===== src/calc_pkg.sv =====
package calc_pkg;

    // keypad geometry
    localparam int NUM_ROWS = 4;                 // rows read back, pulled up
    localparam int NUM_COLS = 4;                 // columns driven low one at a time

    // debounce
    localparam int DEBOUNCE_CYCLES = 10;         // stable low cycles before confirm
    localparam int DEB_CNT_W = $clog2(DEBOUNCE_CYCLES);

    // arithmetic width
    localparam int OPERAND_W = 16;               // two's complement, wraps

    typedef logic [NUM_ROWS-1:0]          row_t;       // active low rows
    typedef logic [NUM_COLS-1:0]          col_t;       // one bit low
    typedef logic [$clog2(NUM_COLS)-1:0]  col_sel_t;   // active column number
    typedef logic [DEB_CNT_W-1:0]         deb_cnt_t;   // debounce counter
    typedef logic [3:0]                   key_idx_t;   // row*4 + col
    typedef logic [3:0]                   digit_t;     // 0..9, 15 = none
    typedef logic [OPERAND_W-1:0]         operand_t;   // entry, acc, display

    localparam digit_t DIGIT_NONE = 4'd15;       // key carries no digit

    // operator codes as the keypad decoder emits them
    typedef enum logic [2:0] {
        OP_NONE = 3'd0,
        OP_NEG  = 3'd1,                          // change sign
        OP_ADD  = 3'd2,
        OP_SUB  = 3'd3,
        OP_MUL  = 3'd4
    } calc_op_t;

    // key indices that are not plain digits 1..9
    localparam key_idx_t KEY_ADD   = 4'd3;       // A
    localparam key_idx_t KEY_SUB   = 4'd7;       // B
    localparam key_idx_t KEY_MUL   = 4'd11;      // C
    localparam key_idx_t KEY_EQUAL = 4'd12;      // '*'
    localparam key_idx_t KEY_ZERO  = 4'd13;      // digit 0
    localparam key_idx_t KEY_HASH  = 4'd14;      // '#', no function
    localparam key_idx_t KEY_NEG   = 4'd15;      // D

endpackage


===== src/key_if.sv =====
interface key_if;

    logic               key_rdy;   // scanner holds a decoded key
    logic               key_rd;    // one cycle pulse, key taken
    calc_pkg::digit_t   digit;     // DIGIT_NONE if not a digit key
    calc_pkg::calc_op_t op;        // OP_NONE if not an operator key
    logic               equal;     // '*' pressed

    // keypad side, offers the key and waits for the read strobe
    modport scanner (
        output key_rdy,
        output digit,
        output op,
        output equal,
        input  key_rd
    );

    // calculator side
    modport controller (
        input  key_rdy,
        input  digit,
        input  op,
        input  equal,
        output key_rd
    );

endinterface


===== src/calc_controller.sv =====
module calc_controller (
    input  logic               clk,
    input  logic               nRST,
    key_if.controller          key,
    output calc_pkg::operand_t display    // entry while typing, else result
);

    calc_pkg::operand_t entry;             // operand being typed
    calc_pkg::operand_t acc;               // running result
    logic               entry_started;     // at least one digit since last op
    calc_pkg::calc_op_t pending;           // operator waiting for its right side
    logic               take_key;          // key accepted this cycle
    logic               do_pending;        // pending op has both operands
    calc_pkg::operand_t result;            // acc pending entry

    // add/sub/mul, all modulo 2^16
    function automatic calc_pkg::operand_t apply_op(input calc_pkg::calc_op_t op,
                                                    input calc_pkg::operand_t a,
                                                    input calc_pkg::operand_t b);
        calc_pkg::operand_t res;
        case (op)
            calc_pkg::OP_ADD: res = a + b;
            calc_pkg::OP_SUB: res = a - b;
            calc_pkg::OP_MUL: res = a * b;       // low half of product
            default:          res = a;
        endcase
        return res;
    endfunction

    assign take_key   = key.key_rdy && !key.key_rd;   // once per offered key
    assign do_pending = (pending != calc_pkg::OP_NONE) && entry_started;
    assign result     = apply_op(pending, acc, entry);
    assign display    = entry_started ? entry : acc;

    always_ff @(posedge clk or negedge nRST) begin
        if (!nRST) begin
            entry         <= '0;
            acc           <= '0;
            entry_started <= 1'b0;
            pending       <= calc_pkg::OP_NONE;
            key.key_rd    <= 1'b0;
        end else begin
            key.key_rd <= take_key;            // one cycle strobe

            if (take_key) begin
                if (key.digit != calc_pkg::DIGIT_NONE) begin
                    // a fresh entry starts from zero, even after '='
                    entry <= (entry_started ? entry * 16'd10 : '0) +
                             calc_pkg::operand_t'(key.digit);
                    entry_started <= 1'b1;
                end else if (key.equal) begin
                    if (do_pending) begin
                        acc <= result;
                    end else if (entry_started) begin
                        acc <= entry;          // plain number then '='
                    end
                    pending       <= calc_pkg::OP_NONE;
                    entry_started <= 1'b0;
                end else begin
                    case (key.op)
                        calc_pkg::OP_ADD,
                        calc_pkg::OP_SUB,
                        calc_pkg::OP_MUL: begin
                            if (do_pending) begin
                                acc <= result;         // chain left to right
                            end else if (entry_started) begin
                                acc <= entry;          // first operand
                            end
                            pending       <= key.op;   // last operator wins
                            entry         <= '0;
                            entry_started <= 1'b0;
                        end
                        calc_pkg::OP_NEG: begin
                            if (entry_started) begin
                                entry <= -entry;
                            end else begin
                                acc <= -acc;           // sign of shown result
                            end
                        end
                        default: ;                     // '#' key, no field set
                    endcase
                end
            end
        end
    end

    // strobe only while a key is on offer
    a_rd_in_rdy: assert property (@(posedge clk) disable iff (!nRST)
        key.key_rd |-> key.key_rdy)
        else $error("key_rd high without key_rdy");

endmodule


===== src/calc_top.sv =====
module calc_top (
    input  logic               clk,
    input  logic               nRST,
    input  calc_pkg::row_t     row_in,    // keypad rows, pulled up
    output calc_pkg::col_t     col_out,   // keypad column drive
    output calc_pkg::operand_t display    // 16-bit two's complement value
);

    key_if u_key ();                      // key bus, scanner to controller

    input_control u_scan (
        .clk     (clk),
        .nRST    (nRST),
        .row_in  (row_in),
        .col_out (col_out),
        .key     (u_key.scanner)
    );

    calc_controller u_ctrl (
        .clk     (clk),
        .nRST    (nRST),
        .key     (u_key.controller),
        .display (display)
    );

endmodule


===== src/input_control.sv =====
module input_control (
    input  logic           clk,
    input  logic           nRST,
    input  calc_pkg::row_t row_in,    // pulled up, low when pressed
    output calc_pkg::col_t col_out,   // one column low at a time
    key_if.scanner         key
);

    typedef enum logic [2:0] {
        IDLE,
        SCAN_COL,
        WAIT_STABLE,
        CONFIRM,
        WAIT_RELEASE
    } scan_state_t;

    scan_state_t         state;
    scan_state_t         next_state;
    calc_pkg::col_sel_t  col_sel;     // column being driven
    calc_pkg::deb_cnt_t  deb_cnt;     // consecutive low cycles
    calc_pkg::key_idx_t  key_idx;     // latched on the last stable cycle
    logic                row_low;     // some row reads low
    logic                deb_done;    // stable run complete

    // first (lowest) low row wins
    function automatic calc_pkg::key_idx_t encode_key(input calc_pkg::row_t   row,
                                                      input calc_pkg::col_sel_t col);
        calc_pkg::key_idx_t idx;
        idx = '0;
        for (int r = calc_pkg::NUM_ROWS - 1; r >= 0; r--) begin
            if (!row[r]) begin
                idx = calc_pkg::key_idx_t'(r * calc_pkg::NUM_COLS + int'(col));
            end
        end
        return idx;
    endfunction

    assign row_low  = ~&row_in;
    assign deb_done = (state == WAIT_STABLE) && row_low &&
                      (deb_cnt == calc_pkg::deb_cnt_t'(calc_pkg::DEBOUNCE_CYCLES - 1));

    always_comb begin
        col_out          = '1;
        col_out[col_sel] = 1'b0;              // drive active column low
    end

    always_comb begin
        next_state = state;
        case (state)
            IDLE:         next_state = SCAN_COL;
            SCAN_COL:     next_state = row_low ? WAIT_STABLE : SCAN_COL;   // freeze column
            WAIT_STABLE:  next_state = deb_done ? CONFIRM : WAIT_STABLE;   // bounce just restarts
            CONFIRM:      next_state = WAIT_RELEASE;
            WAIT_RELEASE: begin
                // key must be read and released before scanning on
                if (!key.key_rdy && !row_low) begin
                    next_state = IDLE;
                end
            end
            default:      next_state = IDLE;
        endcase
    end

    always_ff @(posedge clk or negedge nRST) begin
        if (!nRST) begin
            state       <= IDLE;
            col_sel     <= '0;                 // column 0 low after reset
            deb_cnt     <= '0;
            key.key_rdy <= 1'b0;
        end else begin
            state <= next_state;

            if (state == SCAN_COL && !row_low) begin
                col_sel <= col_sel + 1'b1;     // wraps 3 -> 0
            end

            if (state == WAIT_STABLE && row_low && !deb_done) begin
                deb_cnt <= deb_cnt + 1'b1;
            end else begin
                deb_cnt <= '0;                 // row went high or run done
            end

            if (state == CONFIRM) begin
                key.key_rdy <= 1'b1;           // fields valid from this edge
            end else if (key.key_rd) begin
                key.key_rdy <= 1'b0;           // drop the cycle after the read
            end
        end
    end

    // key index and decoded fields
    always_ff @(posedge clk) begin
        if (deb_done) begin
            key_idx <= encode_key(row_in, col_sel);
        end

        if (state == CONFIRM) begin
            key.digit <= calc_pkg::DIGIT_NONE;
            key.op    <= calc_pkg::OP_NONE;
            key.equal <= 1'b0;
            case (key_idx)
                4'd0:                key.digit <= 4'd1;
                4'd1:                key.digit <= 4'd2;
                4'd2:                key.digit <= 4'd3;
                calc_pkg::KEY_ADD:   key.op    <= calc_pkg::OP_ADD;
                4'd4:                key.digit <= 4'd4;
                4'd5:                key.digit <= 4'd5;
                4'd6:                key.digit <= 4'd6;
                calc_pkg::KEY_SUB:   key.op    <= calc_pkg::OP_SUB;
                4'd8:                key.digit <= 4'd7;
                4'd9:                key.digit <= 4'd8;
                4'd10:               key.digit <= 4'd9;
                calc_pkg::KEY_MUL:   key.op    <= calc_pkg::OP_MUL;
                calc_pkg::KEY_EQUAL: key.equal <= 1'b1;
                calc_pkg::KEY_ZERO:  key.digit <= 4'd0;
                calc_pkg::KEY_HASH:  ;                          // all fields stay empty
                calc_pkg::KEY_NEG:   key.op    <= calc_pkg::OP_NEG;
            endcase
        end
    end

    // exactly one column driven low at all times
    a_col_onehot: assert property (@(posedge clk) disable iff (!nRST)
        $onehot(~col_out))
        else $error("col_out does not drive exactly one column low");

    // read strobe retires the key on the next cycle
    a_rdy_drop: assert property (@(posedge clk) disable iff (!nRST)
        key.key_rd |=> !key.key_rdy)
        else $error("key_rdy still high the cycle after key_rd");

    // column only moves while scanning
    a_col_hold: assert property (@(posedge clk) disable iff (!nRST)
        (state != SCAN_COL) |=> $stable(col_sel))
        else $error("column changed outside SCAN_COL");

endmodule


===== config.mk =====
export PLATFORM = sky130hd
export DESIGN_NAME = calc_top
export DESIGN_NICKNAME = d
export VERILOG_FILES = /design/src/calc_pkg.sv /design/src/key_if.sv /design/src/calc_controller.sv /design/src/calc_top.sv /design/src/input_control.sv
export SDC_FILE = /design/constraint.sdc
export NUM_CORES = 1
export LEC_CHECK = 0
export BUFFER_PORTS_ARGS = -buffer_cell sky130_fd_sc_hd__buf_2
export CAP_MARGIN = 20
export CORE_MARGIN = 4
export CORE_UTILIZATION = 58
export DETAILED_ROUTE_END_ITERATION = 12
export GPL_TIMING_DRIVEN = 0
export HOLD_SLACK_MARGIN = 0.12
export PLACE_DENSITY = 0.84
export REMOVE_ABC_BUFFERS = 1
export SLEW_MARGIN = 0
export SYNTH_ARGS = -nofsm -noshare
export SYNTH_HDL_FRONTEND = slang
export SYNTH_HIERARCHICAL = 1
export SYNTH_SLANG_ARGS = --single-unit

===== constraint.sdc =====
create_clock -name clk -period 6.1 [get_ports clk]
set_clock_uncertainty 0.15 [all_clocks]
set_input_delay 0.61 -clock clk [delete_from_list [all_inputs] [get_ports clk]]
set_output_delay 0.61 -clock clk [all_outputs]
set_load 0.01 [all_outputs]

==> flow_summary.toml, run 1 <==
[status]
status = "finished, final reports clean"

[drt]
via_per_inst = 6.262
drtIter0Drc = 795
ant_nets = 0
vias = 8899
routed_wirelength_microns = 27250
drt-pass1-iter-count = 6
wl_per_cell_microns = 19.18
drc = 0

[floorplanning]
ioPinCount = 26
initial_core_util_pct = 59.30
die_w_microns = 138.4
die_h_microns = 138.4
coreArea_sq_um = 16640
dieArea_sq_um = 19170
rows = 47

[worst_setup_path]
cp_slowest_cell = "fa_1"
critPathKind = "register to register"
cp_data_required_time_ns = 6.15
worstPathArrival_ns = 5.96
critPathMaxStageDelay_ns = 0.57
worstSetupEndpointType = "register"
crit_path_start_kind = "register"
path_cells = "buf_12 -> and2_1 -> fa_1 -> inv_1 -> fa_1 -> fa_1 -> fa_1 -> inv_1 -> fa_1 -> inv_1 -> fa_1 -> inv_1 -> ha_2 -> and3_1 -> a211oi_4 -> xor2_1 -> o21ai_0 -> a221oi_1 -> o41ai_1"
crit_fanout = 6
crit_path_frequent_cell = "fa_1"

[clock_network]
root_buffer = "clkbuf_16"
cts.clk_slew.worst_paths_ns = 0.06
clkLatencyLatePin_ns = 0.34
cts_tree = "built"
cts_buffers = 9
cts.path.max_buffers = 2
cts.htree.levels = 3
cts.sink_count = 59

[synthesis]
yosys-top-cells-area = "fa_1 17%, ha_1 13%, dfrtp_1 12%, inv_1 5.6%, xnor2_1 4.7%"
yosysTopAreaCellShare_pct = 16.84
ys_ff_latch = 59
yosysMostFrequentCell = "inv_1"
synth_cells = 1189
yosys_most_used_dff = "dfrtp_1"
synth_commonest_cells = "146 x inv_1, 123 x nand2_1, 99 x ha_1"
avgSynthCellArea_sq_um = 8.300
yosysTopAreaCell = "fa_1"
ys_warn_count = 6
synth_cell_types = 79
async_reset_ff_share_pct = 79.66
synth_edf_count = 12
synth_area_sq_um = 9868
ys_seq_area_share_pct = 15.57

[place]
port_buffers = 25
dp_hpwl_microns = 18270
gp_congestion = 0.9453
post_dp_cell_area_sq_um = 10090

[global_routing]
grt_util_all_layers_pct = 27.35
grt_pass1_wl_microns = 43680
grt_pass1_vias = 8787
grt-ovfl-total = 0
antenna_found_initial = 0
grt_max_degree = 48

[layout]
regArea_sq_um = 1592
fillers = 1338
nets = 1384
drive_gt1_share_pct = 11.41
diodes = 0
multi_input_area_sq_um = 7592
synthToLayoutAreaGrowth_pct = 8.926
final_area_sq_um = 10750

[timing]
hold_viol = 0
maxSlewViolCount = 0
worst_slew_pin_slew_ns = 1.094
relSlewSlack_pct = 26.82
setup_viol = 0
fin_crit_ns = 5.912
finalCritPeriodShare_pct = 96.91
rsz0062_at_grt = "false"
fmax_ghz = 0.1692

[min_path]
hold_path.class = "register to register"

[flow_run]
maxCapViolCount = 0
path summary, 6_finish.rpt:
check | to | cells after the start | slack, ns | start
max in group asynchronous | u_ctrl/entry[6] | 3 | 4.65 | nRST
min | u_scan/key.key_rdy | 1 | 0.30 | u_ctrl/key.key_rd
max reg2reg | u_ctrl/acc[13] | 19 | 0.19 | u_ctrl/entry[6]
min in group asynchronous | u_ctrl/acc[3] | 2 | 0.60 | nRST
min reg2reg | u_scan/key.key_rdy | 1 | 0.30 | u_ctrl/key.key_rd
max | u_ctrl/acc[13] | 19 | 0.19 | u_ctrl/entry[6]
layout make-up:
type                       instances  share of cell area (%)
inverter                         147                   5.133
multi-input combinational        923                   70.63
timing repair buffer              56                   3.841
clock buffer                       9                   2.095
tap                              220                   2.561
clock inverter                     7                  0.9312
sequential                        59                   14.81
through the flow:
step / cells / setup WS (ns) / hold WS [ns] / util, % / setup TNS (ns)
after floorplan: 1129 / 0.4411 / 0.1644 / - / 0
after global placement: 1374 / -0.3231 / 0.2876 / 60.29 / -0.5367
after detailed placement: 1377 / -0.3725 / 0.2947 / 60.62 / -0.6881
final: 1421 / 0.1882 / 0.2965 / 64.59 / 0
after CTS: 1393 / 0.02344 / 0.2950 / 62.74 / 0
after global routing: 1421 / 0.003033 / 0.3355 / 64.59 / 0
cell usage in the layout (no fill, tap or decap), drive strengths merged, types with 9 or more instances in the layout:
cell type  synthesis  layout
xnor2             53      53
nor3b             12      12
a211oi             9       9
o21ai             66      66
a21oi             43      43
mux2              15      15
nand3             12      12
clkbuf            55      11
inv              146     147
nand2            123     123
nor2              78      78
xor2              29      29
dfrtp             47      47
fa                83      83
a22o              10      10
o21a              10      10
and2              74      74
nor3              32      32
nand2b            11      11
or3               14      14
edfxtp            12      12
buf                5      53
ha                99      99
sequential cells by signal, summed over array words and instances (netlist names), 2 cells and up:
name / flops
u_scan/key_idx: 4
u_ctrl/entry: 16
u_scan/state: 3
u_scan/key.op: 3
u_scan/deb_cnt: 4
u_scan/key.digit: 4
u_ctrl/acc: 16
u_scan/col_sel: 2
u_ctrl/pending: 3
worst max-delay path, delay by kind of cell (launching register included):
family	cells	cell delay, ns
AO/OA/AOI/OAI	4	0.79
XOR/XNOR	1	0.16
adder cells (fa/ha/maj)	7	3.45
buffers and inverters	5	0.37
flip-flops	1	0.49
AND/OR/NAND/NOR	2	0.37
kinds of logic (layout without fill, tap and decap cells):
family,after synthesis,after routing,synth area share (%)
mux,17,17,1.953
xor+xnor,83,83,7.506
simple gates,404,404,21.25
fa+ha+maj,182,182,29.39
buf+inv,207,219,7.975
flops,59,59,15.57
compound gates,237,237,16.36
per-layer routing:
metal  wire length [microns]  track usage (%)
met1                   10840            36.17
met2                   12760            44.76
met3                    2543            4.454
met4                    1109            11.49
met5                       0                0
what timing repair did:
action / 4_1_cts / 5_1_grt
gates resized for setup: 17 / 23
gates cloned: 0 / 0
endpoints found under the hold margin: 0 / 16
endpoints found under the setup margin: 5 / 5
pin swaps: 0 / 2
hold buffers: 0 / 1
buffers inserted: 0 / 26
Power of run 1 is not shown: default switching activity piles up to over one toggle a cycle in this logic, so the estimate is an artifact.
==> inputs of run 2 (changes only) <==
- CORE_ASPECT_RATIO: not set -> 0.8
==> run 2 against run 1 <==
Via count up 0.18%. Final area shrank 0.17%. Global-route usage up 0.34 points. Final cell count shrank 0.21%. Worst setup slack worse by 0.084 ns. Register-to-register slack lost 0.08 ns. Sequential share of layout area is 0.096 points higher. Critical path depth up 2. Count of clock-buffer cells in the layout unchanged. Critical path type unchanged.
==> flow_summary.toml, run 2 (synthesis gave the netlist of run 1 again) <==
[status]
status = "finished, final reports clean"

[floorplanning]
dieArea_sq_um = 19180
rows = 42
die_w_microns = 153.8
ioPinCount = 26
die_h_microns = 124.7
coreArea_sq_um = 16610
initial_core_util_pct = 59.43

[drt]
routed_wirelength_microns = 27800
wl_per_cell_microns = 19.60
drtIter0Drc = 975
drt-pass1-iter-count = 6
ant_nets = 0
vias = 8915
drc = 0
via_per_inst = 6.287

[clock_network]
cts.sink_count = 59
clkLatencyLatePin_ns = 0.33
cts_tree = "built"
cts.path.max_buffers = 2
root_buffer = "clkbuf_16"
cts.clk_slew.worst_paths_ns = 0.06
cts_buffers = 9
cts.htree.levels = 3

[timing]
fmax_ghz = 0.1668
setup_viol = 0
hold_viol = 0
fin_crit_ns = 5.996
finalCritPeriodShare_pct = 98.30
maxSlewViolCount = 0
worst_slew_pin_slew_ns = 1.085
relSlewSlack_pct = 27.42

[global_routing]
grt_max_degree = 48
grt-ovfl-total = 0
grt_util_all_layers_pct = 27.69
grt_pass1_vias = 8567
grt_pass1_wl_microns = 43540
antenna_found_initial = 1

[worst_setup_path]
crit_fanout = 7
crit_path_start_kind = "register"
worstPathArrival_ns = 6.02
r2r_slack_ns = 0.10
worstSetupEndpointType = "register"
cp_data_required_time_ns = 6.12
critPathKind = "register to register"

[layout]
diodes = 0
mostFrequentLayoutCell = "inv_1"
synthToLayoutAreaGrowth_pct = 8.736
final_cell_mix = "146 x inv_1, 123 x nand2_1, 95 x ha_1"
nets = 1381
top_regs = "u_ctrl/acc (16), u_ctrl/entry (16)"
final_util_pct = 64.62
drive_gt1_share_pct = 11.77

[flow_run]
maxCapViolCount = 0

[place]
port_buffers = 25
gp_congestion = 0.9506
dp_hpwl_microns = 18920

[min_path]
hold_path.class = "register to register"
[run 2: routing by layer]
metal	up-vias	wire (microns)	part of all wire, %	GRT usage, %
li1	4052	-	-	-
met4	0	728	2.6	7.632
met5	-	0	0	0
met2	529	12240	44	43.18
met1	4265	11630	42	39.68
met3	69	3194	11	5.071
[run 2: path summary, 6_finish.rpt]
check,from,end,depth (start not counted)
max in group asynchronous,nRST,u_ctrl/entry[12],3
worst max register to register,u_ctrl/entry[6],u_ctrl/acc[13],21
min in group asynchronous,nRST,u_ctrl/acc[2],2
worst min register to register,u_ctrl/key.key_rd,u_scan/key.key_rdy,1
worst min-delay path,u_ctrl/key.key_rd,u_scan/key.key_rdy,1
worst max-delay path,u_ctrl/entry[6],u_ctrl/acc[13],21
[run 2: area by class of cell]
class	count	area (sq um)
repair buffers	53	414.1
well taps	220	275.3
clock buffers	9	225.2
fillers	1345	5876
clock inverters	7	57.56
multi-input cells	923	7607
flip-flops and latches	59	1599
inverters	147	551.8
[run 2: timing repair]
| item | CTS | global route |
|---|---|---|
| hold buffers | 0 | 1 |
| setup buffers | 0 | 24 |
| pin swaps | 0 | 5 |
| setup endpoints to repair | 5 | 5 |
| hold endpoints to repair | 0 | 15 |
| gates resized for setup | 18 | 29 |
[run 2: per-stage QoR]
stage | instances | hold WS [ns] | cell area [sq um] | setup slack, ns | setup TNS [ns]
global placement | 1374 | 0.2979 | 10030 | -0.3149 | -0.6704
detailed placement | 1376 | 0.3032 | 10080 | -0.4111 | -0.9092
finish | 1418 | 0.3210 | 10730 | 0.1039 | 0
floorplan | 1129 | 0.1644 | 9633 | 0.4411 | 0
global route | 1418 | 0.3597 | 10730 | -0.07506 | -0.09433
CTS | 1392 | 0.3215 | 10400 | 0.003666 | 0
[run 2: worst max-delay path: stages (launching register included)]
cell and delay [ns]:
dfrtp_4 0.55, buf_6 0.17, and2_1 0.15, fa_1 0.54, inv_1 0.06, fa_1 0.54, inv_1 0.05, ha_1 0.29
ha_1 0.31, fa_1 0.55, inv_1 0.06, fa_1 0.53, inv_1 0.05, ha_2 0.21, or3_1 0.35, o21ai_0 0.13
a21oi_2 0.09, a211oi_2 0.31, xor2_1 0.17, o21ai_0 0.11, a221oi_1 0.31, o41ai_1 0.14
Power of run 2 is left out for the same reason.
